File: src/hw/vgaPkg.sv
`default_nettype none

package vgaPkg;

	////////////////////////////////////////////////////////////
	// Widths
	////////////////////////////////////////////////////////////

	// Screen coordinate or raster counter
	typedef logic [9:0] coord_t;

	// 3-bit rgb with one bit per gun
	typedef logic [2:0] color_t;

	typedef logic [31:0] wbData_t;
	typedef logic [1:0] wbAddr_t;

	////////////////////////////////////////////////////////////
	// Pipeline records
	////////////////////////////////////////////////////////////

	// One raster slot as produced by the timing generator
	typedef struct packed {
		coord_t hCount;
		coord_t vCount;
		logic active;
		logic hSync;
		logic vSync;
	} beamPos_t;

	// Drawing settings held in the register block
	typedef struct packed {
		logic enable;
		color_t bgColor;
		color_t fgColor;
		coord_t boxX0;
		coord_t boxX1;
		coord_t boxY0;
		coord_t boxY1;
	} drawCfg_t;

	// Selected color with flags delayed to match
	typedef struct packed {
		color_t color;
		logic active;
		logic hSync;
		logic vSync;
	} pixel_t;

	typedef enum logic {
		busIdle,
		busAck
	} busState_t;

	// Word addresses of the register block
	localparam wbAddr_t regCtrl = 2'd0;
	localparam wbAddr_t regBoxX = 2'd1;
	localparam wbAddr_t regBoxY = 2'd2;

endpackage

`default_nettype wire
File: src/hw/vgaTop.sv
`timescale 1ns/1ns
`default_nettype none

module vgaTop #(
	parameter integer hActive = 640,
	parameter integer hFront = 16,
	parameter integer hSyncLen = 96,
	parameter integer hBack = 48,
	parameter integer vActive = 480,
	parameter integer vFront = 10,
	parameter integer vSyncLen = 2,
	parameter integer vBack = 33
) (
	input wire logic clk,
	input wire logic rst,
	// Wishbone classic slave
	input wire logic cyc,
	input wire logic stb,
	input wire logic we,
	input vgaPkg::wbAddr_t adr,
	input vgaPkg::wbData_t datIn,
	output vgaPkg::wbData_t datOut,
	output logic ack,
	// Display pins
	output logic hSync,
	output logic vSync,
	output vgaPkg::color_t rgb
);

	import vgaPkg::*;

	beamPos_t beam;
	drawCfg_t cfg;
	pixel_t pixel;

	////////////////////////////////////////////////////////////
	// Raster source
	////////////////////////////////////////////////////////////

	vgaTiming #(
		.hActive(hActive),
		.hFront(hFront),
		.hSyncLen(hSyncLen),
		.hBack(hBack),
		.vActive(vActive),
		.vFront(vFront),
		.vSyncLen(vSyncLen),
		.vBack(vBack)
	) timing (
		.clk(clk),
		.rst(rst),
		.beam(beam)
	);

	////////////////////////////////////////////////////////////
	// Decode, execute, result
	////////////////////////////////////////////////////////////

	vgaRegs regs (
		.clk(clk),
		.rst(rst),
		.cyc(cyc),
		.stb(stb),
		.we(we),
		.adr(adr),
		.datIn(datIn),
		.datOut(datOut),
		.ack(ack),
		.cfg(cfg)
	);

	vgaPixelGen pixelGen (
		.clk(clk),
		.rst(rst),
		.beam(beam),
		.cfg(cfg),
		.pixel(pixel)
	);

	// Two cycles from beam to pins
	vgaOutput out (
		.clk(clk),
		.rst(rst),
		.pixel(pixel),
		.enable(cfg.enable),
		.hSync(hSync),
		.vSync(vSync),
		.rgb(rgb)
	);

endmodule

`default_nettype wire

File: src/hw/vgaOutput.sv
`timescale 1ns/1ns
`default_nettype none

module vgaOutput (
	input wire logic clk,
	input wire logic rst,
	input vgaPkg::pixel_t pixel,
	input wire logic enable,
	output logic hSync,
	output logic vSync,
	output vgaPkg::color_t rgb
);

	logic show;

	// Blank during retrace, porches, or when drawing is off
	assign show = pixel.active && enable;

	always_ff @(posedge clk) begin
		if (rst) begin
			hSync <= 1'b0;
			vSync <= 1'b0;
			rgb <= '0;
		end else begin
			hSync <= pixel.hSync;
			vSync <= pixel.vSync;
			rgb <= show ? pixel.color : '0;
		end
	end

endmodule

`default_nettype wire

File: src/hw/vgaPixelGen.sv
`timescale 1ns/1ns
`default_nettype none

module vgaPixelGen (
	input wire logic clk,
	input wire logic rst,
	input vgaPkg::beamPos_t beam,
	input vgaPkg::drawCfg_t cfg,
	output vgaPkg::pixel_t pixel
);

	import vgaPkg::*;

	logic inX;
	logic inY;
	logic hit;
	color_t pick;

	////////////////////////////////////////////////////////////
	// Rectangle hit test
	////////////////////////////////////////////////////////////

	// Corners are inclusive on both axes
	assign inX = (beam.hCount >= cfg.boxX0) && (beam.hCount <= cfg.boxX1);
	assign inY = (beam.vCount >= cfg.boxY0) && (beam.vCount <= cfg.boxY1);
	assign hit = inX && inY;

	assign pick = hit ? cfg.fgColor : cfg.bgColor;

	// Flags ride in the same stage as the color
	always_ff @(posedge clk) begin
		if (rst) begin
			pixel <= '0;
		end else begin
			pixel.color <= pick;
			pixel.active <= beam.active;
			pixel.hSync <= beam.hSync;
			pixel.vSync <= beam.vSync;
		end
	end

endmodule

`default_nettype wire

File: src/hw/vgaRegs.sv
`timescale 1ns/1ns
`default_nettype none

module vgaRegs (
	input wire logic clk,
	input wire logic rst,
	input wire logic cyc,
	input wire logic stb,
	input wire logic we,
	input vgaPkg::wbAddr_t adr,
	input vgaPkg::wbData_t datIn,
	output vgaPkg::wbData_t datOut,
	output logic ack,
	output vgaPkg::drawCfg_t cfg
);

	import vgaPkg::*;

	busState_t state;
	wbData_t readWord;
	logic take;

	// New request only counts in idle
	assign take = (state == busIdle) && cyc && stb;
	assign ack = state == busAck;

	////////////////////////////////////////////////////////////
	// Read-back word
	////////////////////////////////////////////////////////////

	always_comb begin
		readWord = '0;
		case (adr)
			regCtrl: begin
				readWord[0] = cfg.enable;
				readWord[3:1] = cfg.bgColor;
				readWord[6:4] = cfg.fgColor;
			end
			regBoxX: begin
				readWord[9:0] = cfg.boxX0;
				readWord[25:16] = cfg.boxX1;
			end
			regBoxY: begin
				readWord[9:0] = cfg.boxY0;
				readWord[25:16] = cfg.boxY1;
			end
			default: readWord = '0;
		endcase
	end

	////////////////////////////////////////////////////////////
	// Bus FSM and settings
	////////////////////////////////////////////////////////////

	always_ff @(posedge clk) begin
		if (rst) begin
			state <= busIdle;
			cfg <= '0;
		end else begin
			case (state)
				busIdle: if (take) state <= busAck;
				busAck: state <= busIdle;
				default: state <= busIdle;
			endcase

			// Write lands on the cycle the request is seen
			if (take && we) begin
				case (adr)
					regCtrl: begin
						cfg.enable <= datIn[0];
						cfg.bgColor <= datIn[3:1];
						cfg.fgColor <= datIn[6:4];
					end
					regBoxX: begin
						cfg.boxX0 <= datIn[9:0];
						cfg.boxX1 <= datIn[25:16];
					end
					regBoxY: begin
						cfg.boxY0 <= datIn[9:0];
						cfg.boxY1 <= datIn[25:16];
					end
					default: ;
				endcase
			end
		end
	end

	// Captured so it is stable while ack is high
	always_ff @(posedge clk) begin
		if (take) begin
			datOut <= readWord;
		end
	end

endmodule

`default_nettype wire

File: src/hw/vgaTiming.sv
`timescale 1ns/1ns
`default_nettype none

module vgaTiming #(
	parameter integer hActive = 640,
	parameter integer hFront = 16,
	parameter integer hSyncLen = 96,
	parameter integer hBack = 48,
	parameter integer vActive = 480,
	parameter integer vFront = 10,
	parameter integer vSyncLen = 2,
	parameter integer vBack = 33
) (
	input wire logic clk,
	input wire logic rst,
	output vgaPkg::beamPos_t beam
);

	import vgaPkg::*;

	localparam integer hTotal = hActive + hFront + hSyncLen + hBack;
	localparam integer vTotal = vActive + vFront + vSyncLen + vBack;

	// Retrace windows with both ends inclusive
	localparam integer hSyncStart = hActive + hFront;
	localparam integer hSyncEnd = hSyncStart + hSyncLen - 1;
	localparam integer vSyncStart = vActive + vFront;
	localparam integer vSyncEnd = vSyncStart + vSyncLen - 1;

	coord_t hNext;
	coord_t vNext;
	logic lineEnd;
	logic frameEnd;

	// Flags that belong to a given position
	function automatic beamPos_t beamAt(input coord_t h, input coord_t v);
		beamPos_t b;
		b.hCount = h;
		b.vCount = v;
		b.active = (h < coord_t'(hActive)) && (v < coord_t'(vActive));
		b.hSync = (h >= coord_t'(hSyncStart)) && (h <= coord_t'(hSyncEnd));
		b.vSync = (v >= coord_t'(vSyncStart)) && (v <= coord_t'(vSyncEnd));
		return b;
	endfunction

	assign lineEnd = beam.hCount == coord_t'(hTotal - 1);
	assign frameEnd = beam.vCount == coord_t'(vTotal - 1);

	////////////////////////////////////////////////////////////
	// Counter stepping
	////////////////////////////////////////////////////////////

	always_comb begin
		hNext = beam.hCount + coord_t'(1);
		vNext = beam.vCount;
		if (lineEnd) begin
			hNext = '0;
			// Vertical steps once per line
			vNext = frameEnd ? '0 : beam.vCount + coord_t'(1);
		end
	end

	// Flags are registered with the counters they describe
	always_ff @(posedge clk) begin
		if (rst) begin
			beam <= beamAt('0, '0);
		end else begin
			beam <= beamAt(hNext, vNext);
		end
	end

endmodule

`default_nettype wire

File: config.mk
export PLATFORM = sky130hd
export DESIGN_NAME = vgaTop
export DESIGN_NICKNAME = d
export VERILOG_FILES = /design/src/hw/vgaPkg.sv /design/src/hw/vgaTop.sv /design/src/hw/vgaOutput.sv /design/src/hw/vgaPixelGen.sv /design/src/hw/vgaRegs.sv /design/src/hw/vgaTiming.sv
export SDC_FILE = /design/constraint.sdc
export NUM_CORES = 1
export LEC_CHECK = 0
export ABC_CLOCK_PERIOD_IN_PS = 4100
export BUFFER_PORTS_ARGS = -buffer_cell sky130_fd_sc_hd__buf_2
export CAP_MARGIN = 10
export CORE_MARGIN = 3
export CORE_UTILIZATION = 50
export CTS_BUF_LIST = sky130_fd_sc_hd__clkbuf_16
export CTS_CLUSTER_DIAMETER = 50
export DETAILED_ROUTE_END_ITERATION = 10
export PLACE_DENSITY = 0.76
export SYNTH_ARGS = -nofsm -noshare
export SYNTH_HDL_FRONTEND = slang
export SYNTH_SLANG_ARGS = --single-unit
File: constraint.sdc
create_clock -name clk -period 4.1 [get_ports clk]
set_input_delay 1.025 -clock clk [delete_from_list [all_inputs] [get_ports clk]]
set_output_delay 1.025 -clock clk [all_outputs]
set_load 0.005 [all_outputs]
* Word-level counts from Yosys, hierarchy flattened
Index checks and enable logic that the tools add are counted.
** Word-level totals
- Bits in registers :: 102
- Latch bits :: 0
- Memory bits (writable) :: 0
- ROM bits :: 0
- Output and inout port bits :: 38
- Logic and storage cells :: 63
- Memories kept :: 0
** Operators by class
- $add $sub $neg :: 2
- Multipliers :: 0
- Div/mod/pow operators :: 0
- $lt $le $gt $ge :: 10
- Equality and inequality tests :: 4
- Shift operators :: 0
- Muxes and demuxes :: 9
- Bitwise gates (word level) :: 2
- Reduce and logical (&&, ||, !) cells :: 15
** Operators by type and width (number)
- 10-bit 2-to-1 mux :: 3
- 7-bit case mux with 3 select lines :: 1
- 10-bit by 1-bit adder with 10-bit output, second input constant :: 2
- 10-bit equality test, second input constant :: 2
- 10-bit >= comparator :: 2
- 10-bit <= comparator :: 2
- 10-bit case mux with 2 select lines :: 1
- 10-bit >= comparator, second input constant :: 1
- 10-bit by 9-bit >= comparator with 1-bit output, second input constant :: 1
- 10-bit <= comparator, second input constant :: 1
- 10-bit by 9-bit <= comparator with 1-bit output, second input constant :: 1
- 1-bit logical AND :: 10
- 10-bit less-than comparator, second input constant :: 1
- 10-bit by 9-bit less-than comparator with 1-bit output, second input constant :: 1
- 3-bit case mux with 2 select lines :: 1
- 2-bit AND reduction :: 3
- 3-bit 2-to-1 mux :: 1
- 2-bit by 1-bit equality test with 1-bit output, second input constant :: 1
- 2-bit equality test, second input constant :: 1
- 2-bit zero test :: 1
- 1-bit NOT :: 2
- 1-bit case mux with 2 select lines :: 1
- 2-bit OR reduction :: 1
- 1-bit 2-to-1 mux :: 1

* Logic depth before layout (Yosys ltp)
Gate-level depths: netlist of run 1.
- Depth in word-level cells :: 5
- Gate-level depth with buffers :: 10
- Mapped depth without buffers :: 9

* Cells and area by module
From an unflattened synthesis of run 1, not the netlist that was laid out.
** Second synthesis, totals
- Cells, all modules :: 565
- Area total of the unflattened synthesis :: 5520.3 um^2
** Modules (own cells, without submodules)
- vgaRegs :: instances 1, cells an instance 266, area each 3031.7 um^2
- vgaPixelGen :: instances 1, cells an instance 154, area each 1203.7 um^2
- vgaTiming :: instances 1, cells an instance 135, area each 1137.3 um^2
- vgaOutput :: instances 1, cells an instance 10, area each 147.6 um^2

* Worst setup path after synthesis of run 1
Ideal clock, no wire load.
- Kind :: input port to flip-flop
- From :: input port stb
- To :: register regs.cfg[34] (netlist name)
- Data arrival time :: 2.932 ns
- Required time :: 3.968 ns
- Slack :: 1.035 ns
- Stages on the path :: 8
- Path through :: nand2_1 > nor2_1 > and2_1 > clkbuf_1 > nand2_1 > clkbuf_1 > nand2_1 > a21oi_1
** On the way
- Word-level cells in the longest chain between the ends :: 3
** RTL lines
- from (decl) :: RTL line vgaTop.sv:18 : input wire logic stb,
- 1-bit logical AND :: RTL line vgaRegs.sv:24 : assign take = (state == busIdle) && cyc && stb;
- named net regs.take :: RTL line vgaRegs.sv:21 : logic take;
- 1-bit logical AND :: RTL line vgaRegs.sv:67 : if (take && we) begin
- 2-bit AND reduction (no source line)
The timed path passes the listed nets, and every way through them passes these cells.
A chain may end at the register's enable or synchronous reset.

* Final worst setup path of run 1
- From :: input port adr[1]
- To :: register regs.cfg[36] (netlist name)
** On the way
- Word-level cells in the longest chain between the ends :: 2
** RTL lines
- from (decl) :: RTL line vgaTop.sv:20 : input vgaPkg::wbAddr_t adr,
- 2-bit by 1-bit equality test with 1-bit output :: RTL line vgaRegs.sv:68 : case (adr)
- 2-bit AND reduction (no source line)
No other way between the ends.

==> out/qor.txt, run 1 <==
CP Launch Point = adr[1]
Peak fanout along the critical path = 22
P_leak = 0.002188 uW
Worst setup path endpoint = regs.cfg[36]$_SDFFE_PP0P_
Worst r2r src = timing.beam[14]$_SDFF_PP0_
CTS tree = done
WL/cell = 15.38 um
I/O pins = 77
FF+latch count, synth = 102
Pin count of the biggest net entering global routing = 58
R2r setup slk = 1.30 ns
Period utilization = 69.12%
Die Area = 11940 um^2
Fillers = 924
Met3 usage = 4.144%
Total Power = 2003 uW
F_max = 0.3529 GHz
All-Layer GR Usage = 21.70%
Hold slack final = 0.4333 ns
Port bufs = 52
Clk_lat worst skew = 0.34 ns
Commonest non-fill, non-tap cell in the layout = nand2_1
RePlAce Congestion = 0.8545
Busiest grt layer = met2
CTS Sinks = 102
PwrDens = 340.0 nW/um^2
Most used DFF post-synth = dfxtp_1
Clk slew on worst S/H paths = 0.07 ns
Post-synthesis cell area = 5331 um^2
Class of the worst hold path = reg -> reg
Least-Margin Pin Slew = 0.9008 ns
Crit path required time = 4.37 ns
Post-Synthesis Cells = 620
Post-cts repair resize count = 0
Setup CP Type = in -> reg
Skew final = 0.009413 ns
Drt first pass iters = 5
Syn-to-layout area delta = 10.49%
Nets = 741
Worst R2R Path Depth = 7
Initial Util = 51.41%
YS warnings = 0
Clock Path Buffers = 2
# rows = 37
R2R Path End = timing.beam[0]$_SDFF_PP0_
Share of cells above drive strength 1 = 11.68%
Die W = 109.3 um
Sequential share of the synthesized area = 42.06%
Max-cap viol count = 0
Antenna fix cells = 0
Iteration-0 DRC Markers = 368
Met1 Resource Use GR = 28.03%
Global-route wire length before repair = 20290 um
Total grt overflow = 0
RSZ-0062 raised after global routing = no
TritonCTS Buffers = 9
Chip height = 109.3 um
Async set-reset flop share out of synthesis = 0%
Total core area = 10370 um^2
Startpoint types = input pin
Max rail drop VDD = 0.2471 mV
Slew margin rel. = 39.94%
Final hold violations = 0
Routed via count = 4465
Final setup TNS = 0 ns
Met2 Track Usage GR = 36.23%
Post-CTS Setup Repair Bufs = 0
H-tree depth = 3
Antenna violations before repair = 0
Syn Area/Cell = 8.599 um^2
Number of synthesized flops with an enable pin = 20
CP endpoint kind = flip-flop
Endpoints failing setup = 0
Final min period = 2.834 ns
Root Driver = clkbuf_16
Critical Path AT = 3.10 ns
Pins Over Slew Limit = 0
Antenna-violating nets left = 0
Vias in the first global route = 4267
CTS Hold Bufs = 0
Most frequent cells in the layout = 112 x nand2_1, 82 x dfxtp_1, 59 x a21oi_1, 52 x buf_2, 48 x ha_1
Final WL = 12230 um
Synth unique cells = 49
DP HPWL = 8898 um
DR DRC count = 0
Status = finished, final reports clean
Vias per Instance = 5.616
worst max-delay path, cell delays in order:
cell	delay, ns
buf_2	0.12
inv_1	0.07
ha_1	0.74
and3_1	0.82
nand2_1	0.14
a21oi_1	0.18
synthesized netlist by cell type, drive strengths merged, types with 16 or more instances:
cell / instances / share of area (%)
inv: 43 / 3.0
edfxtp: 20 / 11
clkbuf: 25 / 1.8
nor2b: 23 / 2.7
nor2: 30 / 2.1
dfxtp: 82 / 31
ha: 48 / 11
nand2: 112 / 7.9
nand3: 16 / 1.6
a21oi: 59 / 5.5
o21ai: 16 / 1.5
buf: 18 / 2.3
per-layer routing:
layer	routed length, um	vias to the layer above
li1	-	2184
met1	5277	2090
met2	5940	170
met3	765	21
met4	246	0
met5	0	-
flip-flops by register name, indices dropped and copies added (netlist names):
register,cells
regs.cfg,47
timing.beam,23
out.hSync,1
regs.ack,1
out.vSync,1
pixelGen.pixel,6
regs.datOut,20
out.rgb,3
metrics by stage:
stage	cells	cell area [um^2]	setup WS (ns)	util, %
4_1_cts	795	5891	1.314	56.81
3_3_place_gp	779	5609	1.024	54.09
3_5_place_dp	779	5609	0.9511	54.09
5_1_grt	795	5891	1.059	56.81
2_1_floorplan	631	5373	1.035	-
6_report	795	5891	1.266	56.81
final cells by class:
type / count / area (um^2) / area share, %
Multi-Input combinational cell: 443 / 2753 / 46.73
Sequential cell: 102 / 2242 / 38.06
Timing Repair Buffer: 55 / 282.8 / 4.800
Clock buffer: 9 / 225.2 / 3.823
Tap cell: 136 / 170.2 / 2.889
Inverter: 43 / 161.4 / 2.740
Clock inverter: 7 / 56.30 / 0.9558
how the worst min path moves through the flow:
stage                                  from                      endpoint  cells after the start
2_1_floorplan  pixelGen.pixel[3]$_SDFF_PP0_         out.rgb[0]$_SDFF_PP0_                      1
3_5_place_dp   pixelGen.pixel[5]$_SDFF_PP0_         out.rgb[2]$_SDFF_PP0_                      1
5_1_grt           timing.beam[2]$_SDFF_PP1_  pixelGen.pixel[2]$_SDFF_PP0_                      1
4_1_cts           timing.beam[1]$_SDFF_PP0_  pixelGen.pixel[1]$_SDFF_PP0_                      1
6_report          timing.beam[1]$_SDFF_PP0_  pixelGen.pixel[1]$_SDFF_PP0_                      1
3_3_place_gp   pixelGen.pixel[3]$_SDFF_PP0_         out.rgb[0]$_SDFF_PP0_                      1
cells by family after synthesis:
group	synth area share [%]
AOI/OAI and AO/OA	15.42
xor gates and xnor gates	2.629
adders and majority gates	11.27
buffers and inverters	7.134
DFF	42.06
muxes	0.7510
other	0.07034
and+or+nand+nor	20.68
report_power, final:
part	switching (uW)	internal, uW	leakage (uW)
logic	82.0	53.0	0.00120
clock network	397	422	0.000143
registers	11.6	1040	0.000849
Note: power is estimated with default switching activity, not from simulation.
==> run 2: changes to the inputs <==
ABC_CLOCK_PERIOD_IN_PS = 2400   (was 4100)
PLACE_DENSITY = 0.79   (was 0.76)
clock period = 2.4 ns   (was 4.1 ns; I/O delays follow)
==> run 2 against run 1 <==
Compared with the run above:
- non-clock buffer count increased by 20
- combinational power increased by 90%
- worst setup slack got worse by 1.1 ns
- final area increased by 3.5%
- via count increased by 2.4%
- sequential cell count unchanged
- sequential power increased by 70%
==> out/qor.txt, run 2 (synthesized netlist as in run 1, its figures left out) <==
Max-cap viol count = 0 (unchanged)
Share of cells above drive strength 1 = 14.58% (+2.9 points)
Peak fanout along the critical path = 5 (-77%)
Pins Over Slew Limit = 0 (unchanged)
All-Layer GR Usage = 21.83% (+0.13 points)
WL/cell = 15.69 um (+2.0%)
TritonCTS Buffers = 9 (unchanged)
Global-route wire length before repair = 20530 um (+1.2%)
Endpoints failing setup = 0 (unchanged)
Antenna violations before repair = 0 (unchanged)
F_max = 0.4470 GHz
Antenna fix cells = 0 (unchanged)
Final min period = 2.237 ns
Root Driver = clkbuf_16
Skew final = 0.006915 ns (-0.002499 ns)
Vias per Instance = 5.609 (-0.14%)
P_leak = 0.002314 uW (+5.8%)
DP HPWL = 9421 um (+5.9%)
Clk slew on worst S/H paths = 0.06 ns (about the same)
Largest regs = regs.cfg (47), timing.beam (23), regs.datOut (20)
Period utilization = 93.21%
Internal power = 2749 uW (+82%)
Total Power = 3544 uW (+77%)
Final setup TNS = 0 ns (unchanged)
RSZ-0062 raised after global routing = no
CTS Sinks = 102 (unchanged)
Total core area = 10370 um^2 (unchanged)
Dpl cells = 797 (+2.3%)
Setup CP Type = reg -> reg
Worst R2R Path Depth = 7 (unchanged)
Worst Hold Depth = 1 (unchanged)
Syn-to-layout area delta = 14.39%
Most frequent cells in the layout = 112 x nand2_1, 81 x dfxtp_1, 59 x a21oi_1, 52 x buf_2, 47 x ha_1
Final WL = 12790 um (+4.6%)
Top reg by flops = regs.cfg
Port bufs = 52 (unchanged)
Clk_lat worst skew = 0.35 ns (about the same)
Routed via count = 4571 (+2.4%)
Combinational share of power = 7.2% (+0.5 points)
# rows = 37 (unchanged)
Initial Util = 51.41% (unchanged)
Die W = 109.3 um (unchanged)
Die Area = 11940 um^2 (unchanged)
Drt first pass iters = 6 (+1)
Class of the worst hold path = reg -> reg
Nets = 761 (+2.7%)
Iteration-0 DRC Markers = 294 (-20%)
Clock Path Buffers = 2 (unchanged)
Sw power = 794.1 uW (+62%)
Final hold violations = 0 (unchanged)
Crit path required time = 2.69 ns (-1.68 ns)
Commonest non-fill, non-tap cell in the layout = nand2_1
CTS tree = done
H-tree depth = 3 (unchanged)
Chip height = 109.3 um (unchanged)
Switching Fraction = 22.41% (-2.1 points)
DR DRC count = 0 (unchanged)
Seq pwr share = 50.5% (-1.8 points)
RePlAce Congestion = 0.8956 (+4.8%)
Max rail drop VDD = 0.3203 mV (+30%)
Largest register FFs = 47 (unchanged)
Clk pwr share = 42.3% (+1.4 points)
Antenna-violating nets left = 0 (unchanged)
Critical Path AT = 2.52 ns (-0.58 ns)
Vias in the first global route = 4411 (+3.4%)
Total grt overflow = 0 (unchanged)
Startpoint types = flip-flop
CTS Hold Bufs = 0 (unchanged)
Final std cells w/o fill = 815 (+2.5%)
PwrDens = 581.1 nW/um^2 (+71%)
CP endpoint kind = flip-flop
Status = finished, final reports clean
I/O pins = 77 (unchanged)
Pin count of the biggest net entering global routing = 68 (+17%)
-- run 2: cell count changes in the layout (fill, tap and decap cells not counted), sizes merged --
cell and change:
buf +20, bufinv +1, clkbuf +1, clkinv -2, clkinvlp +1, inv -1
-- run 2: power groups by stage --
stage | Combinational [uW] | Sequential (uW) | Clock (uW)
floorplan | 160 | 1830 | 0
global placement | 243 | 1830 | 0
detailed placement | 252 | 1830 | 0
CTS | 254 | 1790 | 1520
global route | 282 | 1790 | 1590
finish | 256 | 1790 | 1500
-- run 2: path summary, 6_finish.rpt --
path | to | from | slack [ns]
setup / recovery | timing.beam[0]$_SDFF_PP0_ | timing.beam[13]$_SDFF_PP0_ | 0.16
hold / removal | out.hSync$_SDFF_PP0_ | pixelGen.pixel[1]$_SDFF_PP0_ | 0.44
setup reg to reg | timing.beam[0]$_SDFF_PP0_ | timing.beam[13]$_SDFF_PP0_ | 0.16
hold reg to reg | out.hSync$_SDFF_PP0_ | pixelGen.pixel[1]$_SDFF_PP0_ | 0.44
-- run 2: repair_timing --
| action | 4_1_cts | 5_1_grt |
|---|---|---|
| gates resized for setup | 0 | 2 |
| setup buffers | 0 | 2 |
| endpoints found under the setup margin | 0 | 2 |
-- run 2: per-stage QoR --
step / hold slack [ns] / area (um^2) / worst slack, ns / utilization (%)
after floorplan: 0.4057 / 5375 / 0.1134 / -
after global placement: 0.4122 / 5769 / 0.2168 / 55.63
after detailed placement: 0.4231 / 5769 / 0.1488 / 55.63
after CTS: 0.4388 / 6080 / 0.1154 / 58.63
after global routing: 0.4531 / 6098 / 0.001322 / 58.81
final: 0.4360 / 6098 / 0.1629 / 58.81
-- run 2: critical path, cell delays in order, from the launching register on --
cell and delay, ns:
dfxtp_2 0.37, ha_2 0.22, nand4_1 0.18, nor3_4 0.36, nand3_2 0.16, o311a_1 0.38, nor4_2 0.30, and4bb_1 0.22
-- run 2: layer usage --
metal | vias up | routed length (um) | global-route usage (%)
met3 | 34 | 985 | 4.322
li1 | 2219 | - | -
met2 | 200 | 6452 | 38.82
met4 | 0 | 295 | 8.370
met5 | - | 0 | 0
met1 | 2118 | 5055 | 25.84
-- run 2: area by class of cell --
cell class	count	area (um^2)
fillers	921	4272
multi-input cells	443	2755
flip-flops and latches	102	2243
repair buffers	75	457.9
clock buffers	10	250.2
well taps	136	170.2
inverters	43	161.4
clock inverters	6	60.06
==> run 3: changes to the inputs <==
CORE_ASPECT_RATIO = 0.75   (was not set)
CTS_CLUSTER_DIAMETER = not set   (was 50)
==> run 3 against run 2 <==
Compared with the run above:
- final cell count is 0.74% lower
- first-iteration DRC count is 48% higher
- clock skew is 0.0024 ns higher
- highest routed layer unchanged
- worst setup slack worse by 0.043 ns
- core utilization is 1.7 points higher
- sequential cell count stayed put
- count of clock-buffer cells in the layout is 1 lower
==> out/qor.txt, run 3 (synthesized netlist as in run 1, its figures left out) <==
Commonest non-fill, non-tap cell in the layout = nand2_1
I/O pins = 77 (unchanged)
Antenna-violating nets left = 0 (unchanged)
CTS Sinks = 102 (unchanged)
Port bufs = 52 (unchanged)
Top reg by flops = regs.cfg
Largest regs = regs.cfg (47), timing.beam (23), regs.datOut (20)
Antenna fix cells = 0 (unchanged)
Internal power = 2607 uW (-5.2%)
DR DRC count = 0 (unchanged)
Switching Fraction = 24.94% (+2.5 points)
Chip height = 95.43 um (-13%)
CTS tree = done
Slowest stage delay, CP = 0.41 ns (+0.03 ns)
Worst r2r src = timing.beam[13]$_SDFF_PP0_
Endpoints failing setup = 0 (unchanged)
Nets = 759 (-0.26%)
Clk_lat worst skew = 0.36 ns (about the same)
Crit path required time = 2.70 ns (about the same)
RePlAce Congestion = 0.9197 (+2.7%)
DP HPWL = 9693 um (+2.9%)
Clock Path Buffers = 2 (unchanged)
Most frequent cells in the layout = 112 x nand2_1, 82 x dfxtp_1, 59 x a21oi_1, 52 x buf_2, 47 x ha_1
P_leak = 0.002289 uW (-1.0%)
Final WL = 13140 um (+2.8%)
Syn-to-layout area delta = 13.64%
Clk pwr share = 41.2% (-1.1 points)
# rows = 31 (-16%)
Root Driver = clkbuf_16
Slew margin rel. = 63.05%
Total core area = 10010 um^2 (-3.5%)
Peak fanout along the critical path = 5 (unchanged)
Pin count of the biggest net entering global routing = 68 (unchanged)
Max-cap viol count = 0 (unchanged)
WL/cell = 16.24 um (+3.5%)
Period utilization = 95.02% (+1.8 points)
Startpoint types = flip-flop
Total grt overflow = 0 (unchanged)
Clk slew on worst S/H paths = 0.07 ns (about the same)
Seq pwr share = 51.5% (+1.0 points)
R2r setup slk = 0.12 ns (-0.04 ns)
Crit-path slowest cell = o311a_1
Max rail drop VDD = 0.3411 mV (+6.5%)
Critical Path AT = 2.58 ns (+0.06 ns)
All-Layer GR Usage = 21.66% (-0.17 points)
Initial Util = 53.28% (+1.9 points)
TritonCTS Buffers = 9 (unchanged)
Sw power = 866.4 uW (+9.1%)
CTS Hold Bufs = 0 (unchanged)
Vias per Instance = 5.571 (-0.67%)
Die W = 125.2 um (+15%)
Worst setup path endpoint = timing.beam[0]$_SDFF_PP0_
Largest register FFs = 47 (unchanged)
Setup CP Type = reg -> reg
Drt first pass iters = 6 (unchanged)
Pins Over Slew Limit = 0 (unchanged)
CP endpoint kind = flip-flop
DP Area = 5737 um^2 (-0.56%)
Combinational share of power = 7.3% (about the same)
R2R Path End = timing.beam[0]$_SDFF_PP0_
Cell area after layout = 6058 um^2 (-0.66%)
Final hold violations = 0 (unchanged)
Class of the worst hold path = reg -> reg
Status = finished, final reports clean
Antenna violations before repair = 0 (unchanged)
Worst R2R Path Depth = 7 (unchanged)
Cells along the critical path = ha_2, nand4_1, nor3_4, nand3_2, o311a_1, nor4_4, and4bb_1
Die Area = 11950 um^2 (+0.11%)
Routed via count = 4507 (-1.4%)
Total Power = 3473 uW (-2.0%)
Vias in the first global route = 4339 (-1.6%)
Fillers = 866 (-6.0%)
F_max = 0.4385 GHz (-1.9%)
Final min period = 2.280 ns (+0.04332 ns)
PwrDens = 573.3 nW/um^2 (-1.3%)
CP Launch Point = timing.beam[13]$_SDFF_PP0_
Global-route wire length before repair = 20870 um (+1.7%)
Skew final = 0.009276 ns (+0.002361 ns)
Least-Margin Pin Slew = 0.5542 ns
Iteration-0 DRC Markers = 435 (+48%)
H-tree depth = 3 (unchanged)
Share of cells above drive strength 1 = 14.62% (+0.043 points)
[run 3: changes by cell type in the layout (fill, tap and decap cells not counted), sizes merged]
cell / before / now
clkbuf: 10 / 9
inv: 47 / 48
buf: 75 / 73
clkinvlp: 1 / 0
bufinv: 1 / 0
clkinv: 0 / 2
[run 3: how the worst min path moves through the flow]
stage / startpoint / endpoint / slack (ns) / cells after the start
final: pixelGen.pixel[3]$_SDFF_PP0_ / out.rgb[0]$_SDFF_PP0_ / 0.43 / 1
after global routing: pixelGen.pixel[3]$_SDFF_PP0_ / out.rgb[0]$_SDFF_PP0_ / 0.45 / 1
after CTS: pixelGen.pixel[3]$_SDFF_PP0_ / out.rgb[0]$_SDFF_PP0_ / 0.44 / 1
after detailed placement: pixelGen.pixel[1]$_SDFF_PP0_ / out.hSync$_SDFF_PP0_ / 0.43 / 1
after global placement: pixelGen.pixel[3]$_SDFF_PP0_ / out.rgb[0]$_SDFF_PP0_ / 0.41 / 1
after floorplan: pixelGen.pixel[3]$_SDFF_PP0_ / out.rgb[0]$_SDFF_PP0_ / 0.41 / 1
[run 3: cell type report]
cell class                      instances  area [um^2]  share of cell area (%)
Timing Repair Buffer                   73        430.4                   7.105
Multi-Input combinational cell        443         2771                   45.75
Clock inverter                          7        62.56                   1.033
Clock buffer                            9        225.2                   3.717
Inverter                               43        161.4                   2.664
Sequential cell                       102         2242                   37.01
Tap cell                              132        165.2                   2.726
[run 3: layer usage]
metal / global-route usage (%) / up-vias / part of all wire (%)
met4: 4.964 / 0 / 1.4
met5: 0 / - / 0
met3: 5.879 / 20 / 7.8
met1: 28.36 / 2088 / 44
li1: - / 2217 / -
met2: 36.27 / 182 / 47
[run 3: worst max-delay path, delay by kind of cell, from the launching register on]
| family | cells | cell delay, ns |
|---|---|---|
| compound gates | 1 | 0.41 |
| simple gates | 5 | 1.18 |
| flops | 1 | 0.40 |
| fa+ha+maj | 1 | 0.24 |
[run 3: what timing repair did]
action | 4_1_cts | 5_1_grt
resized for setup | 0 | 3
setup buffers | 0 | 2
setup endpoints to repair | 0 | 1
[run 3: power by group through the flow]
| stage | registers [uW] | clock network [uW] | logic (uW) |
|---|---|---|---|
| global placement | 1830 | 0 | 242 |
| floorplan | 1830 | 0 | 160 |
| finish | 1790 | 1430 | 254 |
| global route | 1790 | 1510 | 281 |
| detailed placement | 1830 | 0 | 249 |
| CTS | 1790 | 1440 | 251 |
[run 3: stage by stage]
| step | setup TNS (ns) | cells | setup WS (ns) | util (%) | hold WS (ns) |
|---|---|---|---|---|---|
| 2_1_floorplan | 0 | 631 | 0.1134 | - | 0.4057 |
| 3_3_place_gp | 0 | 791 | 0.2493 | 57.33 | 0.4131 |
| 3_5_place_dp | 0 | 791 | 0.1594 | 57.33 | 0.4264 |
| 4_1_cts | 0 | 807 | 0.1327 | 60.20 | 0.4392 |
| 5_1_grt | -0.01837 | 809 | -0.009507 | 60.54 | 0.4531 |
| 6_report | 0 | 809 | 0.1196 | 60.54 | 0.4339 |
